$ cat config.mk
export PLATFORM = sky130hd
export DESIGN_NAME = dcache_mem_port
export DESIGN_NICKNAME = d
export VERILOG_FILES = /design/src/verilog/dcache_pkg.sv /design/src/verilog/dcache_mem_port.sv
export SDC_FILE = /design/constraint.sdc
export NUM_CORES = 1
export LEC_CHECK = 0
export ABC_CLOCK_PERIOD_IN_PS = 3440
export BUFFER_PORTS_ARGS = -buffer_cell sky130_fd_sc_hd__buf_2
export CORE_AREA = 2 2 203 205
export CTS_CLUSTER_SIZE = 10
export DETAILED_ROUTE_END_ITERATION = 6
export DIE_AREA = 0 0 205 207
export PLACE_DENSITY = 0.62
export SYNTH_ARGS = -nofsm -noshare
export SYNTH_HDL_FRONTEND = slang
export SYNTH_SLANG_ARGS = --single-unit
$ cat constraint.sdc
create_clock -name clk -period 3.44 [get_ports clk]
set_clock_uncertainty 0.05 [all_clocks]
set_input_delay 0.516 -clock clk [delete_from_list [all_inputs] [get_ports clk]]
set_output_delay 0.516 -clock clk [all_outputs]
set_load 0.005 [all_outputs]
$ cat src/verilog/dcache_pkg.sv
/*
 * Data cache shared definitions
 * Word, line and address widths and the matching types used by every
 * block of the direct-mapped write-through data cache.
 */
package dcache_pkg;

        // Data word and physical address
        localparam int WORD_W     = 64;
        localparam int ADDR_W     = 32;

        // Line geometry
        localparam int LINE_WORDS = 4;
        localparam int WORD_OFF_W = 3;
        localparam int LINE_OFF_W = 2;

        typedef logic [WORD_W-1:0] word_t;

        // Word 0 sits in the low bits
        typedef logic [LINE_WORDS*WORD_W-1:0] line_t;

        typedef logic [ADDR_W-1:0] paddr_t;

endpackage

$ cat src/verilog/dcache_mem_port.sv
/*
 * Data cache memory port
 * Latches a command from the controller and drives the memory strobe
 * port. Read beats are placed into consecutive line slots, and the end
 * of each access is returned as a registered fill_done pulse.
 */
`timescale 1ns/1ps

module dcache_mem_port (
        input  logic               clk,
        input  logic               rst,
        input  logic               start,
        input  logic               mem_write_cmd,
        input  logic               burst_cmd,
        input  dcache_pkg::paddr_t cmd_addr,
        input  dcache_pkg::word_t  cmd_wdata,
        input  logic               mem_rvalid,
        input  dcache_pkg::word_t  mem_rdata,
        input  logic               mem_done,
        output logic               mem_req,
        output logic               mem_write,
        output logic               mem_burst,
        output dcache_pkg::paddr_t mem_addr,
        output dcache_pkg::word_t  mem_wdata,
        output logic               fill_done,
        output dcache_pkg::line_t  fill_line
);

        logic                              busy;
        logic [dcache_pkg::LINE_OFF_W-1:0] beat_cnt;

        always_ff @(posedge clk) begin
                if (rst) begin
                        busy      <= 1'b0;
                        mem_req   <= 1'b0;
                        fill_done <= 1'b0;
                        beat_cnt  <= '0;
                end else begin
                        mem_req   <= start;
                        fill_done <= busy && mem_done;
                        if (start)
                                busy <= 1'b1;
                        else if (mem_done)
                                busy <= 1'b0;
                        if (start)
                                beat_cnt <= '0;
                        else if (mem_rvalid)
                                beat_cnt <= beat_cnt + 1'b1;
                end
        end

        //****************************************
        // Command hold and line assembly
        //****************************************
        always_ff @(posedge clk) begin
                if (start) begin
                        mem_write <= mem_write_cmd;
                        mem_burst <= burst_cmd;
                        mem_addr  <= cmd_addr;
                        mem_wdata <= cmd_wdata;
                        fill_line <= '0;
                end else if (mem_rvalid) begin
                        fill_line[beat_cnt*dcache_pkg::WORD_W +: dcache_pkg::WORD_W] <= mem_rdata;
                end
        end

        a_beat_while_busy: assert property (@(posedge clk) disable iff (rst)
                mem_rvalid |-> busy);

endmodule

==> flow_summary.html, run 1 <==
<table>
<tr><th>Metric</th><th>Value</th></tr>
<tr><th colspan="2">Drt</th></tr>
<tr><td>Final routed wirelength across all metal layers</td><td>a little under 50 mm</td></tr>
<tr><td>Initial DRT Pass Iterations</td><td>5</td></tr>
<tr><td>Vias after detailed routing</td><td>10295</td></tr>
<tr><td>Residual DRC</td><td>0</td></tr>
<tr><td>DR WL/cell</td><td>around 24 um</td></tr>
<tr><td>Via-to-Cell Ratio</td><td>just over 5</td></tr>
<tr><td>Antenna viol nets, final</td><td>0</td></tr>
<tr><td>DRC violation total after the first TritonRoute iteration</td><td>between 700 and 800</td></tr>
<tr><th colspan="2">Synthesis</th></tr>
<tr><td>Post-Syn Instances</td><td>934</td></tr>
<tr><td>Post-synthesis sequential element count</td><td>approximately 360</td></tr>
<tr><td>Yosys synthesis warning count</td><td>0</td></tr>
<tr><td>Main flop type after synthesis</td><td>dfxtp_1</td></tr>
<tr><td>Post-synth EDFFs</td><td>98</td></tr>
<tr><td>Fraction of the yosys area taken by sequential cells</td><td>between 60 and 70%</td></tr>
<tr><td>Number of unique standard cell types used by synthesis</td><td>32</td></tr>
<tr><td>Synthesized cell area</td><td>between 10000 and 15000 um^2</td></tr>
<tr><td>Number of nets in the synthesized netlist</td><td>1106</td></tr>
<tr><td>Post-synth top area cell</td><td>dfxtp_1</td></tr>
<tr><td>Post-synthesis area per instance</td><td>between 10 and 15 um^2</td></tr>
<tr><td>Share of synthesized registers carrying an async set or reset</td><td>0%</td></tr>
<tr><td>Fraction of synthesized cell area taken by the top area cell type</td><td>40.7%</td></tr>
<tr><td>Cells taking the most area after synthesis</td><td>dfxtp_1 41%, edfxtp_1 23%, a32o_1 15%, o32ai_2 5.1%, nor2b_1 3.1%</td></tr>
<tr><th colspan="2">Timing</th></tr>
<tr><td>Maximum clock rate</td><td>around 400 MHz</td></tr>
<tr><td>Slew Viols, Final</td><td>0</td></tr>
<tr><td>Total count of hold-check failures in the final report</td><td>0</td></tr>
<tr><td>Post-route setup TNS</td><td>0 ns</td></tr>
<tr><td>Final setup violation count</td><td>0</td></tr>
<tr><td>Slew at the pin closest to its max-slew limit</td><td>~1.1 ns</td></tr>
<tr><td>Unrepaired setup endpoints after global routing</td><td>false</td></tr>
<tr><td>Relative slew slack</td><td>between 20 and 30%</td></tr>
<tr><td>Post-layout min period</td><td>~2.5 ns</td></tr>
<tr><td>Worst Hold Margin</td><td>slightly below 0.08 ns</td></tr>
<tr><td>Fin crit share</td><td>a little over 70%</td></tr>
<tr><th colspan="2">Setup path</th></tr>
<tr><td>Worst reg2reg startpoint</td><td>beat_cnt[0]</td></tr>
<tr><td>Worst setup path end</td><td>fill_line[142]</td></tr>
<tr><td>Critical Path Fanout Max</td><td>35</td></tr>
<tr><td>R2R setup slack</td><td>roughly 0.96 ns</td></tr>
<tr><td>Crit start category</td><td>flip-flop</td></tr>
<tr><td>Setup CP Type</td><td>reg2reg</td></tr>
<tr><td>Worst reg2reg path endpoint</td><td>fill_line[142]</td></tr>
<tr><td>Cell count of the worst reg-to-reg path</td><td>5</td></tr>
<tr><td>Critical Path Source</td><td>beat_cnt[0]</td></tr>
<tr><td>Nature of the critical path endpoint</td><td>flip-flop</td></tr>
<tr><td>Critical Path AT</td><td>between 2 and 3 ns</td></tr>
<tr><td>Required time of the critical path</td><td>~3.9 ns</td></tr>
<tr><th colspan="2">Die</th></tr>
<tr><td>Starting density of the core</td><td>between 30% and 40%</td></tr>
<tr><td>Cell Rows</td><td>74</td></tr>
<tr><td>Die area</td><td>approximately 42000 um^2</td></tr>
<tr><td>Horizontal die dimension</td><td>205 um</td></tr>
<tr><td>Core ar.</td><td>approximately 40000 um^2</td></tr>
<tr><td>I/O pin total</td><td>roughly 520</td></tr>
<tr><td>Die extent in y</td><td>approximately 210 um</td></tr>
<tr><th colspan="2">Cells and area</th></tr>
<tr><td>Number of nets in the final layout</td><td>between 1500 and 2000</td></tr>
<tr><td>Fraction of layout cells with a size suffix above 1</td><td>between 40% and 50%</td></tr>
<tr><td>Area overhead of the layout relative to synthesis</td><td>31.8%</td></tr>
<tr><th colspan="2">Pwr</th></tr>
<tr><td>Standby leakage power</td><td>a little over 0.007 uW</td></tr>
<tr><td>Worst vdd rail ir drop</td><td>roughly 0.34 mV</td></tr>
<tr><td>Switching power total</td><td>about 2300 uW</td></tr>
<tr><td>Fraction of power consumed by the clock network</td><td>between 40% and 50%</td></tr>
<tr><td>Power density relative to cell area</td><td>about 560 nW/um^2</td></tr>
<tr><td>Internal Dissipation</td><td>7240 uW</td></tr>
<tr><td>Switching share of power</td><td>23.7%</td></tr>
<tr><td>Share of power burned in combinational logic</td><td>between 7 and 8%</td></tr>
<tr><td>Flop pwr share</td><td>roughly 48%</td></tr>
<tr><th colspan="2">Global routing</th></tr>
<tr><td>Pin count of the biggest net entering global routing</td><td>127</td></tr>
<tr><td>Antenna violations before repair</td><td>4</td></tr>
<tr><td>Global router's overall resource usage</td><td>roughly 22%</td></tr>
<tr><td>Wire length of the first global-routing pass</td><td>68.8 mm</td></tr>
<tr><td>Number of global-route vias before repair</td><td>10192</td></tr>
<tr><td>Leftover overflow at the end of global routing</td><td>0</td></tr>
<tr><th colspan="2">Clock tree</th></tr>
<tr><td>Hold_buf cts</td><td>0</td></tr>
<tr><td>Clock latency reported for the late side of the worst-skew pair</td><td>0.55 ns</td></tr>
<tr><td>Total number of H-tree levels</td><td>2</td></tr>
<tr><td>Clock tree from TritonCTS</td><td>yes</td></tr>
<tr><td>TritonCTS sink count</td><td>359</td></tr>
<tr><td>Clock input transition at the sequential cells of the worst setup and hold paths</td><td>approximately 0.060 ns</td></tr>
<tr><td>CTS root buffer</td><td>clkbuf_16</td></tr>
<tr><td>Buffer depth of the longest clock path</td><td>3</td></tr>
<tr><td>Post-CTS setup buffer count</td><td>0</td></tr>
<tr><td>Number of buffers created by CTS</td><td>44</td></tr>
<tr><td>Resize count post-CTS</td><td>0</td></tr>
<tr><th colspan="2">Placement</th></tr>
<tr><td>Count of input and output buffers</td><td>~520</td></tr>
<tr><td>HPWL reported at the end of detailed placement</td><td>around 34 mm</td></tr>
<tr><td>Global placer's final weighted congestion</td><td>roughly 0.85</td></tr>
<tr><th colspan="2">Hold path</th></tr>
<tr><td>Worst hold path class</td><td>in2reg</td></tr>
<tr><th colspan="2">Flow run</th></tr>
<tr><td>Maximum capacitance violations</td><td>0</td></tr>
<tr><th colspan="2">Run status</th></tr>
<tr><td>Status</td><td>finished, final reports clean</td></tr>
</table>
-- critical path: stages (launching register included) --
cell and delay (ns):
dfxtp_1 0.58, inv_1 0.16, ha_1 0.48, and4bb_4 0.62, buf_12 0.26, a32o_1 0.21
-- cells by family after synthesis --
| family | synth area share, % |
|---|---|
| compound gates | 22.0 |
| mux | 0.0779 |
| xor+xnor | 0.0682 |
| buf+inv | 7.33 |
| simple gates | 6.45 |
| fa+ha+maj | 0.487 |
| flops | 63.5 |
-- per-layer routing --
metal / routed length [um] / vias up / global-route usage (%)
met5: 31 / - / 0
met4: 1990 / 4 / 10.0
met3: 4560 / 98 / 6.86
met2: 24000 / 508 / 37.3
met1: 17600 / 5102 / 24.4
li1: - / 4583 / -
-- layout by cell type (no fill, tap or decap), types with 3 or more instances in the layout --
| cell type | Yosys | routed |
|---|---|---|
| o32ai_2 | 40 | 40 |
| dfxtp_1 | 261 | 261 |
| edfxtp_1 | 98 | 98 |
| nor4bb_1 | 5 | 5 |
| clkbuf_1 | 8 | 19 |
| buf_4 | 24 | 13 |
| buf_12 | 0 | 3 |
| clkbuf_16 | 0 | 46 |
| ha_1 | 5 | 4 |
| o32ai_1 | 19 | 19 |
| nand2_1 | 57 | 57 |
| buf_2 | 39 | 521 |
| nand4b_1 | 4 | 4 |
| a21oi_4 | 1 | 3 |
| a22o_1 | 6 | 6 |
| clkbuf_8 | 0 | 3 |
| inv_1 | 62 | 62 |
| nor2b_1 | 64 | 64 |
| a32o_1 | 191 | 191 |
-- final cells by class --
type | instances | area, um^2
Clock inverter | 5 | 42.5
Fill cell | 3874 | 23400
Antenna cell | 2 | 5.00
Multi-Input combinational cell | 415 | 3800
Clock buffer | 67 | 1250
Timing Repair Buffer | 538 | 2780
Tap cell | 532 | 666
Inverter | 62 | 233
Sequential cell | 359 | 8170
-- Yosys cell counts, types with 4 or more instances --
master / n
buf_6: 27
inv_1: 62
edfxtp_1: 98
dfxtp_1: 261
nor2b_1: 64
nand4b_1: 4
nor4bb_1: 5
ha_1: 5
o32ai_2: 40
buf_2: 39
nand2_1: 57
buf_4: 24
a22o_1: 6
o32ai_1: 19
clkbuf_1: 8
a32o_1: 191
-- how the worst min path moves through the flow --
| stage | from | end | slack, ns | cells past startpoint |
|---|---|---|---|---|
| 2_1_floorplan | busy | fill_done | 0.36 | 2 |
| 3_3_place_gp | busy | fill_done | 0.37 | 2 |
| 3_5_place_dp | busy | fill_done | 0.38 | 2 |
| 4_1_cts | cmd_wdata[32] | mem_wdata[32] | 0.04 | 1 |
| 5_1_grt | cmd_wdata[26] | mem_wdata[26] | 0.06 | 1 |
| 6_report | cmd_wdata[32] | mem_wdata[32] | 0.08 | 1 |
-- sequential cells by signal (all words and copies together), names as in the netlist --
signal and flops:
mem_req 1, mem_burst 1, mem_addr 32, mem_wdata 64, fill_line 256, busy 1, beat_cnt 2, fill_done 1
mem_write 1
-- stage by stage --
stage	setup slack [ns]	instance area, um^2	util [%]	std cells	total power (uW)
floorplan	1.65	12900	-	934	4920
global placement	1.06	15600	38.8	1906	5360
detailed placement	0.970	15600	38.8	1906	5370
CTS	0.944	16900	42.0	1978	9610
global route	0.805	16900	42.0	1980	9810
finish	0.958	16900	42.0	1980	9500
-- power groups by stage --
| stage | clock (uW) | combinational (uW) | sequential [uW] |
|---|---|---|---|
| finish | 4220 | 707 | 4570 |
| global route | 4480 | 757 | 4580 |
| CTS | 4320 | 721 | 4570 |
| detailed placement | 0 | 718 | 4650 |
| global placement | 0 | 707 | 4650 |
| floorplan | 0 | 269 | 4650 |
Power figures use the tool's default switching activity.
==> run 2, diff against run 1 <==
- ABC_CLOCK_PERIOD_IN_PS: 3440 -> 2500
- CORE_AREA: 2 2 203 205 -> 2 2 205 207
- DIE_AREA: 0 0 205 207 -> 0 0 207 209
- PLACE_DENSITY: 0.62 -> 0.61
- clock period: 3.44 -> 2.5 ns (I/O delays scaled with it)
==> run 2 against run 1 <==
First-iteration DRC count increased by 13%. Final cell count increased by 5.6%. Die area increased by 2.0%. Register-to-register slack got worse by 0.54 ns. Critical path type unchanged.
==> flow_summary.html, run 2 (synthesis gave the netlist of run 1 again) <==
<table>
<tr><th>Metric</th><th>Value</th></tr>
<tr><th colspan="2">Clock tree</th></tr>
<tr><td>Post-CTS setup buffer count</td><td>0 (unchanged)</td></tr>
<tr><td>CTS root buffer</td><td>clkbuf_16 (unchanged)</td></tr>
<tr><td>TritonCTS sink count</td><td>359 (unchanged)</td></tr>
<tr><td>Total number of H-tree levels</td><td>2 (unchanged)</td></tr>
<tr><td>Clock tree from TritonCTS</td><td>yes (unchanged)</td></tr>
<tr><td>Clock latency reported for the late side of the worst-skew pair</td><td>0.54 ns (was 0.55 ns)</td></tr>
<tr><td>Buffer depth of the longest clock path</td><td>3 (unchanged)</td></tr>
<tr><td>Clock input transition at the sequential cells of the worst setup and hold paths</td><td>0.06 ns (about the same)</td></tr>
<tr><td>Number of buffers created by CTS</td><td>43 (was 44)</td></tr>
<tr><th colspan="2">Timing</th></tr>
<tr><td>Relative slew slack</td><td>43.2% (was 26.0%)</td></tr>
<tr><td>Fin crit share</td><td>83.1% (was 72.1%)</td></tr>
<tr><td>Post-layout min period</td><td>2.08 ns (was 2.48 ns)</td></tr>
<tr><td>Total count of hold-check failures in the final report</td><td>0 (unchanged)</td></tr>
<tr><td>Unrepaired setup endpoints after global routing</td><td>false (unchanged)</td></tr>
<tr><td>Slew at the pin closest to its max-slew limit</td><td>0.851 ns (was 1.11 ns)</td></tr>
<tr><td>Maximum clock rate</td><td>481 MHz (was 403 MHz)</td></tr>
<tr><td>Worst Hold Margin</td><td>0.0488 ns (was 0.0788 ns)</td></tr>
<tr><td>Post-route setup TNS</td><td>0 ns (unchanged)</td></tr>
<tr><td>Slew Viols, Final</td><td>0 (unchanged)</td></tr>
<tr><td>Final setup violation count</td><td>0 (unchanged)</td></tr>
<tr><th colspan="2">Cells and area</th></tr>
<tr><td>Fraction of layout cells with a size suffix above 1</td><td>42.1% (was 44.5%)</td></tr>
<tr><td>Final instance area</td><td>18200 um^2 (was 16900 um^2)</td></tr>
<tr><td>Most frequent standard cell in the layout excluding fill and tap cells</td><td>buf_2 (unchanged)</td></tr>
<tr><td>Commonest non-fill, non-tap cells in the layout</td><td>521 x buf_2, 261 x dfxtp_1, 191 x a32o_1 (unchanged)</td></tr>
<tr><td>Area overhead of the layout relative to synthesis</td><td>41.5% (was 31.8%)</td></tr>
<tr><td>Register cell area after layout</td><td>8170 um^2 (unchanged)</td></tr>
<tr><td>Combined area of the multi-input logic cells</td><td>3800 um^2 (about the same)</td></tr>
<tr><td>Number of inserted filler cells in the final layout</td><td>3847 (was 3874)</td></tr>
<tr><td>Number of nets in the final layout</td><td>1700 (was 1592)</td></tr>
<tr><td>Register with the most flip-flops</td><td>fill_line (unchanged)</td></tr>
<tr><td>Largest registers in the final layout</td><td>fill_line: 256 flops, mem_wdata: 64 flops, mem_addr: 32 flops (unchanged)</td></tr>
<tr><td>Max reg flops</td><td>256 (unchanged)</td></tr>
<tr><th colspan="2">Drt</th></tr>
<tr><td>Vias after detailed routing</td><td>10700 (was 10295)</td></tr>
<tr><td>DR WL/cell</td><td>23.7 um (was 24.3 um)</td></tr>
<tr><td>Final routed wirelength across all metal layers</td><td>49.6 mm (was 48.2 mm)</td></tr>
<tr><td>DRC violation total after the first TritonRoute iteration</td><td>794 (was 705)</td></tr>
<tr><td>Via-to-Cell Ratio</td><td>5.12 (was 5.20)</td></tr>
<tr><td>Antenna viol nets, final</td><td>0 (unchanged)</td></tr>
<tr><td>Residual DRC</td><td>0 (unchanged)</td></tr>
<tr><td>Initial DRT Pass Iterations</td><td>5 (unchanged)</td></tr>
<tr><th colspan="2">Setup path</th></tr>
<tr><td>Cell count of the worst reg-to-reg path</td><td>5 (unchanged)</td></tr>
<tr><td>Worst reg2reg startpoint</td><td>beat_cnt[1] (was beat_cnt[0])</td></tr>
<tr><td>Stage delay of the slowest cell on the critical path</td><td>0.56 ns (was 0.62 ns)</td></tr>
<tr><td>Critical Path Source</td><td>beat_cnt[1] (was beat_cnt[0])</td></tr>
<tr><td>Worst reg2reg path endpoint</td><td>fill_line[179] (was fill_line[142])</td></tr>
<tr><td>Worst path top cell family by delay</td><td>simple AND/OR/NAND/NOR gates (unchanged)</td></tr>
<tr><td>R2R setup slack</td><td>0.42 ns (was 0.96 ns)</td></tr>
<tr><td>Nature of the critical path endpoint</td><td>flip-flop (unchanged)</td></tr>
<tr><td>Setup CP Type</td><td>reg2reg (unchanged)</td></tr>
<tr><td>Number of buffer and inverter stages on the critical path</td><td>2 (unchanged)</td></tr>
<tr><td>Cells traversed along the worst timing path</td><td>inv_1 &gt; ha_1 &gt; and4bb_4 &gt; buf_12 &gt; a32o_1 (unchanged)</td></tr>
<tr><td>Critical Path Fanout Max</td><td>22 (was 35)</td></tr>
<tr><td>Required time of the critical path</td><td>2.93 ns (was 3.87 ns)</td></tr>
<tr><td>Critical Path AT</td><td>2.51 ns (was 2.92 ns)</td></tr>
<tr><td>Slowest cell on the critical path</td><td>and4bb_4 (unchanged)</td></tr>
<tr><td>Crit start category</td><td>flip-flop (unchanged)</td></tr>
<tr><th colspan="2">Die</th></tr>
<tr><td>Die extent in y</td><td>209 um (was 207 um)</td></tr>
<tr><td>Starting density of the core</td><td>31.1% (was 31.8%)</td></tr>
<tr><td>Cell Rows</td><td>75 (was 74)</td></tr>
<tr><td>I/O pin total</td><td>523 (unchanged)</td></tr>
<tr><td>Core ar.</td><td>41300 um^2 (was 40400 um^2)</td></tr>
<tr><td>Die area</td><td>43300 um^2 (was 42400 um^2)</td></tr>
<tr><td>Horizontal die dimension</td><td>207 um (was 205 um)</td></tr>
<tr><th colspan="2">Pwr</th></tr>
<tr><td>Post-route total power</td><td>13400 uW (was 9500 uW)</td></tr>
<tr><td>Worst vdd rail ir drop</td><td>0.731 mV (was 0.337 mV)</td></tr>
<tr><td>Standby leakage power</td><td>0.00756 uW (was 0.00704 uW)</td></tr>
<tr><td>Power density relative to cell area</td><td>738 nW/um^2 (was 560 nW/um^2)</td></tr>
<tr><th colspan="2">Global routing</th></tr>
<tr><td>Global router's overall resource usage</td><td>22.0% (was 21.7%)</td></tr>
<tr><td>Antenna violations before repair</td><td>2 (was 4)</td></tr>
<tr><td>Number of global-route vias before repair</td><td>10545 (was 10192)</td></tr>
<tr><td>Pin count of the biggest net entering global routing</td><td>58 (was 127)</td></tr>
<tr><td>Leftover overflow at the end of global routing</td><td>0 (unchanged)</td></tr>
<tr><td>Wire length of the first global-routing pass</td><td>71.7 mm (was 68.8 mm)</td></tr>
<tr><th colspan="2">Hold path</th></tr>
<tr><td>Hold Path Stages</td><td>3 (was 1)</td></tr>
<tr><td>Start point of the worst min-delay path</td><td>mem_done (was cmd_wdata[32])</td></tr>
<tr><td>Worst hold path class</td><td>in2reg (unchanged)</td></tr>
<tr><td>Sink of the worst hold path</td><td>fill_done (was mem_wdata[32])</td></tr>
<tr><th colspan="2">Placement</th></tr>
<tr><td>Count of input and output buffers</td><td>522 (unchanged)</td></tr>
<tr><td>Placement-stage cell area</td><td>15900 um^2 (was 15600 um^2)</td></tr>
<tr><td>HPWL reported at the end of detailed placement</td><td>34.9 mm (was 33.8 mm)</td></tr>
<tr><td>Global placer's final weighted congestion</td><td>0.866 (was 0.852)</td></tr>
<tr><th colspan="2">Run status</th></tr>
<tr><td>Status</td><td>finished, final reports clean (unchanged)</td></tr>
<tr><th colspan="2">Flow run</th></tr>
<tr><td>Maximum capacitance violations</td><td>0 (unchanged)</td></tr>
</table>
==> run 2: cell count changes in the layout (fill, tap and decap cells not counted), moves of 2 or more <==
cell,before,now
buf_12,3,15
bufinv_16,0,3
clkbuf_1,19,17
clkinv_2,2,0
dlygate4sd3_1,0,98
==> run 2: how the worst max path moves through the flow <==
stage                      to  slack [ns]  cells past startpoint
6_report       fill_line[179]        0.42                      5
2_1_floorplan  fill_line[132]        0.71                      7
5_1_grt         fill_line[86]        0.25                      5
3_3_place_gp    fill_line[98]        0.48                      5
3_5_place_dp    fill_line[75]        0.41                      5
4_1_cts         fill_line[88]        0.40                      5
==> run 2: what timing repair did <==
item / in CTS / in global routing
hold buffers: 98 / 0
resized for setup: 0 / 0
hold endpoints to repair: 98 / 0
==> run 2: area by class of cell <==
| type | count | area share (%) |
|---|---|---|
| clock inverter | 3 | 0.495 |
| sequential | 359 | 44.9 |
| antenna | 1 | 0.0138 |
| tap | 539 | 3.71 |
| inverter | 62 | 1.28 |
| clock buffer | 65 | 6.77 |
| multi-input combinational | 415 | 20.9 |
| timing repair buffer | 647 | 21.9 |
==> run 2: routing by layer <==
layer | vias to the layer above | wire length [um] | GRT usage, %
li1 | 4802 | - | -
met1 | 5330 | 19300 | 26.0
met2 | 485 | 24300 | 37.2
met3 | 81 | 3800 | 5.98
met4 | 2 | 2130 | 10.2
met5 | - | 18 | 0
==> run 2: per-stage QoR <==
stage	setup slack, ns	instances	util (%)
floorplan	0.706	934	-
global placement	0.477	1924	38.5
detailed placement	0.413	1924	38.5
CTS	0.404	2090	44.1
global route	0.251	2091	44.1
finish	0.421	2091	44.1
==> run 2: worst min-delay path: stages <==
cell and delay [ns]:
buf_2 0.12, nand2_1 0.06, nor2_1 0.03
==> run 2: power breakdown <==
group	internal, uW	leakage, uW	switching [uW]
logic	491	0.00386	662
registers	6190	0.00307	96.8
clock network	3660	0.000639	2320
==> run 3, diff against run 2 <==
- ABC_CLOCK_PERIOD_IN_PS: 2500 -> 2000
- clock period: 2.5 -> 2 ns (I/O delays scaled with it)
==> run 3 against run 2 <==
Critical path depth did not move. Register-to-register slack worse by 0.34 ns. Die area stayed put. Wire length about the same. Combinational power rose by 34%.
==> flow_summary.html, run 3 (synthesis gave the netlist of run 1 again) <==
<table>
<tr><th>Metric</th><th>Value</th></tr>
<tr><th colspan="2">Run status</th></tr>
<tr><td>Status</td><td>finished, final reports clean (unchanged)</td></tr>
<tr><th colspan="2">Setup path</th></tr>
<tr><td>Cells traversed along the worst timing path</td><td>inv_1 &gt; ha_1 &gt; or2_4 &gt; buf_12 &gt; o32ai_1 (was inv_1 &gt; ha_1 &gt; and4bb_4 &gt; buf_12 &gt; a32o_1)</td></tr>
<tr><td>Critical Path Source</td><td>beat_cnt[1] (unchanged)</td></tr>
<tr><td>Stage delay of the slowest cell on the critical path</td><td>0.38 ns (was 0.56 ns)</td></tr>
<tr><td>Setup CP Type</td><td>reg2reg (unchanged)</td></tr>
<tr><td>Nature of the critical path endpoint</td><td>flip-flop (unchanged)</td></tr>
<tr><td>Required time of the critical path</td><td>2.39 ns (was 2.93 ns)</td></tr>
<tr><td>Worst reg2reg startpoint</td><td>beat_cnt[1] (unchanged)</td></tr>
<tr><td>Critical Path AT</td><td>2.31 ns (was 2.51 ns)</td></tr>
<tr><td>Critical Path Fanout Max</td><td>26 (was 22)</td></tr>
<tr><td>Crit start category</td><td>flip-flop (unchanged)</td></tr>
<tr><td>Slowest cell on the critical path</td><td>dfxtp_1 (was and4bb_4)</td></tr>
<tr><th colspan="2">Clock tree</th></tr>
<tr><td>Total number of H-tree levels</td><td>2 (unchanged)</td></tr>
<tr><td>Clock input transition at the sequential cells of the worst setup and hold paths</td><td>0.05 ns (was 0.06 ns)</td></tr>
<tr><td>TritonCTS sink count</td><td>359 (unchanged)</td></tr>
<tr><td>Number of buffers created by CTS</td><td>43 (unchanged)</td></tr>
<tr><td>CTS root buffer</td><td>clkbuf_16 (unchanged)</td></tr>
<tr><td>Clock latency reported for the late side of the worst-skew pair</td><td>0.54 ns (about the same)</td></tr>
<tr><td>Clock tree from TritonCTS</td><td>yes (unchanged)</td></tr>
<tr><td>Buffer depth of the longest clock path</td><td>3 (unchanged)</td></tr>
<tr><td>Post-CTS setup buffer count</td><td>0 (unchanged)</td></tr>
<tr><th colspan="2">Cells and area</th></tr>
<tr><td>Most frequent standard cell in the layout excluding fill and tap cells</td><td>buf_2 (unchanged)</td></tr>
<tr><td>Post-layout utilization of the core</td><td>45.3% (was 44.1%)</td></tr>
<tr><td>Final instance area</td><td>18700 um^2 (was 18200 um^2)</td></tr>
<tr><td>Commonest non-fill, non-tap cells in the layout</td><td>521 x buf_2, 261 x dfxtp_1, 191 x a32o_1 (unchanged)</td></tr>
<tr><td>Number of nets in the final layout</td><td>1755 (was 1700)</td></tr>
<tr><td>Number of inserted filler cells in the final layout</td><td>3768 (was 3847)</td></tr>
<tr><td>Max reg flops</td><td>256 (unchanged)</td></tr>
<tr><td>Largest registers in the final layout</td><td>fill_line: 256 flops, mem_wdata: 64 flops, mem_addr: 32 flops (unchanged)</td></tr>
<tr><td>Fraction of layout cells with a size suffix above 1</td><td>41.4% (was 42.1%)</td></tr>
<tr><td>Area overhead of the layout relative to synthesis</td><td>45.4% (was 41.5%)</td></tr>
<tr><td>Total inserted antenna cells</td><td>0 (was 1)</td></tr>
<tr><td>Final cell count without fillers</td><td>2146 (was 2091)</td></tr>
<tr><td>Register with the most flip-flops</td><td>fill_line (unchanged)</td></tr>
<tr><th colspan="2">Placement</th></tr>
<tr><td>Placed cell count</td><td>1934 (was 1924)</td></tr>
<tr><td>Global placer's final weighted congestion</td><td>0.882 (was 0.866)</td></tr>
<tr><td>Count of input and output buffers</td><td>522 (unchanged)</td></tr>
<tr><td>HPWL reported at the end of detailed placement</td><td>34.6 mm (was 34.9 mm)</td></tr>
<tr><td>Placement-stage cell area</td><td>16000 um^2 (was 15900 um^2)</td></tr>
<tr><th colspan="2">Drt</th></tr>
<tr><td>Residual DRC</td><td>0 (unchanged)</td></tr>
<tr><td>Via-to-Cell Ratio</td><td>5.10 (was 5.12)</td></tr>
<tr><td>Met1 Routed Length</td><td>18.8 mm (was 19.3 mm)</td></tr>
<tr><td>Initial DRT Pass Iterations</td><td>5 (unchanged)</td></tr>
<tr><td>DR WL/cell</td><td>23.1 um (was 23.7 um)</td></tr>
<tr><td>Vias after detailed routing</td><td>10939 (was 10700)</td></tr>
<tr><td>Top metal layer carrying routed signals</td><td>met5 (unchanged)</td></tr>
<tr><td>Final routed wirelength across all metal layers</td><td>49.6 mm (about the same)</td></tr>
<tr><td>Met2 wire len</td><td>24.2 mm (was 24.3 mm)</td></tr>
<tr><td>WL met3</td><td>3.77 mm (was 3.80 mm)</td></tr>
<tr><td>Antenna viol nets, final</td><td>0 (unchanged)</td></tr>
<tr><td>DRC violation total after the first TritonRoute iteration</td><td>673 (was 794)</td></tr>
<tr><th colspan="2">Global routing</th></tr>
<tr><td>Leftover overflow at the end of global routing</td><td>0 (unchanged)</td></tr>
<tr><td>Pin count of the biggest net entering global routing</td><td>55 (was 58)</td></tr>
<tr><td>Number of global-route vias before repair</td><td>11102 (was 10545)</td></tr>
<tr><td>Wire length of the first global-routing pass</td><td>72.1 mm (was 71.7 mm)</td></tr>
<tr><td>Global router's overall resource usage</td><td>22.0% (about the same)</td></tr>
<tr><td>Antenna violations before repair</td><td>3 (was 2)</td></tr>
<tr><th colspan="2">Timing</th></tr>
<tr><td>Final setup violation count</td><td>0 (unchanged)</td></tr>
<tr><td>Relative slew slack</td><td>55.2% (was 43.2%)</td></tr>
<tr><td>Maximum clock rate</td><td>522 MHz (was 481 MHz)</td></tr>
<tr><td>Post-layout min period</td><td>1.92 ns (was 2.08 ns)</td></tr>
<tr><td>Total count of hold-check failures in the final report</td><td>0 (unchanged)</td></tr>
<tr><td>Slew Viols, Final</td><td>0 (unchanged)</td></tr>
<tr><td>Fin crit share</td><td>95.8% (was 83.1%)</td></tr>
<tr><td>Slew at the pin closest to its max-slew limit</td><td>0.672 ns (was 0.851 ns)</td></tr>
<tr><th colspan="2">Die</th></tr>
<tr><td>Horizontal die dimension</td><td>207 um (unchanged)</td></tr>
<tr><td>Cell Rows</td><td>75 (unchanged)</td></tr>
<tr><td>Die extent in y</td><td>209 um (unchanged)</td></tr>
<tr><td>Core ar.</td><td>41300 um^2 (unchanged)</td></tr>
<tr><td>Die area</td><td>43300 um^2 (unchanged)</td></tr>
<tr><td>Starting density of the core</td><td>31.1% (unchanged)</td></tr>
<tr><td>I/O pin total</td><td>523 (unchanged)</td></tr>
<tr><th colspan="2">Pwr</th></tr>
<tr><td>Worst vdd rail ir drop</td><td>0.600 mV (was 0.731 mV)</td></tr>
<tr><td>Standby leakage power</td><td>0.00779 uW (was 0.00756 uW)</td></tr>
<tr><td>Power density relative to cell area</td><td>884 nW/um^2 (was 738 nW/um^2)</td></tr>
<tr><th colspan="2">Hold path</th></tr>
<tr><td>Start point of the worst min-delay path</td><td>mem_rdata[31] (was mem_done)</td></tr>
<tr><td>Worst hold path class</td><td>in2reg (unchanged)</td></tr>
<tr><th colspan="2">Flow run</th></tr>
<tr><td>Maximum capacitance violations</td><td>0 (unchanged)</td></tr>
</table>
[run 3: cell types whose count changed in the layout (fill, tap and decap cells not counted), sizes merged]
cell and delta:
diode -1, bufinv -3, clkbuf +2, buf +10, dlygate4sd3 +45, clkinv +2
[run 3: path summary, 6_finish.rpt]
check | slack, ns | endpoint | cells past startpoint
setup reg to reg | 0.08 | fill_line[75] | 5
hold reg to reg | 0.40 | fill_line[64] | 2
hold / removal | 0.03 | fill_line[159] | 2
setup / recovery | 0.08 | fill_line[75] | 5
[run 3: metal layers]
metal  GRT usage, %  vias to the layer above
li1               -                     4901
met2           37.4                      487
met5              0                        -
met3           6.88                      115
met1           24.3                     5432
met4           12.5                        4
[run 3: worst max-delay path: cells and delay by family (launching register included)]
| family | cells | cell delay, ns |
|---|---|---|
| buffers and inverters | 2 | 0.35 |
| AOI/OAI and AO/OA | 1 | 0.33 |
| and+or+nand+nor | 1 | 0.37 |
| adders and majority gates | 1 | 0.30 |
| DFF | 1 | 0.38 |
[run 3: power by group]
| group | switching, uW | total (uW) | leakage [uW] | internal (uW) |
|---|---|---|---|---|
| sequential | 115 | 7850 | 0.00307 | 7740 |
| clock | 2870 | 7140 | 0.000618 | 4270 |
| combinational | 847 | 1540 | 0.00410 | 688 |
[run 3: final cells by class]
class	count	area [um^2]	share of cell area (%)
Clock inverter	2	10.0	0.0536
Clock buffer	67	1260	6.74
Timing Repair Buffer	702	4530	24.2
Multi-Input combinational cell	415	3810	20.4
Tap cell	539	674	3.61
Inverter	62	233	1.25
Sequential cell	359	8170	43.7
[run 3: timing repair]
action | 4_1_cts | 5_1_grt
hold endpoints to repair | 200 | 0
hold buffers | 143 | 0
pin swaps | 0 | 0
resized for setup | 1 | 1
setup endpoints to repair | 1 | 30
[run 3: stage by stage]
step                      worst slack [ns]  hold slack, ns  power [uW]  setup TNS (ns)
after floorplan                      0.206           0.317        8460               0
after global placement              0.0806           0.376        9280               0
after detailed placement            0.0455           0.369        9300               0
after CTS                           0.0375         0.00112       16700               0
after global routing              -0.00857        0.000491       17100         -0.0124
final                               0.0840          0.0273       16500               0
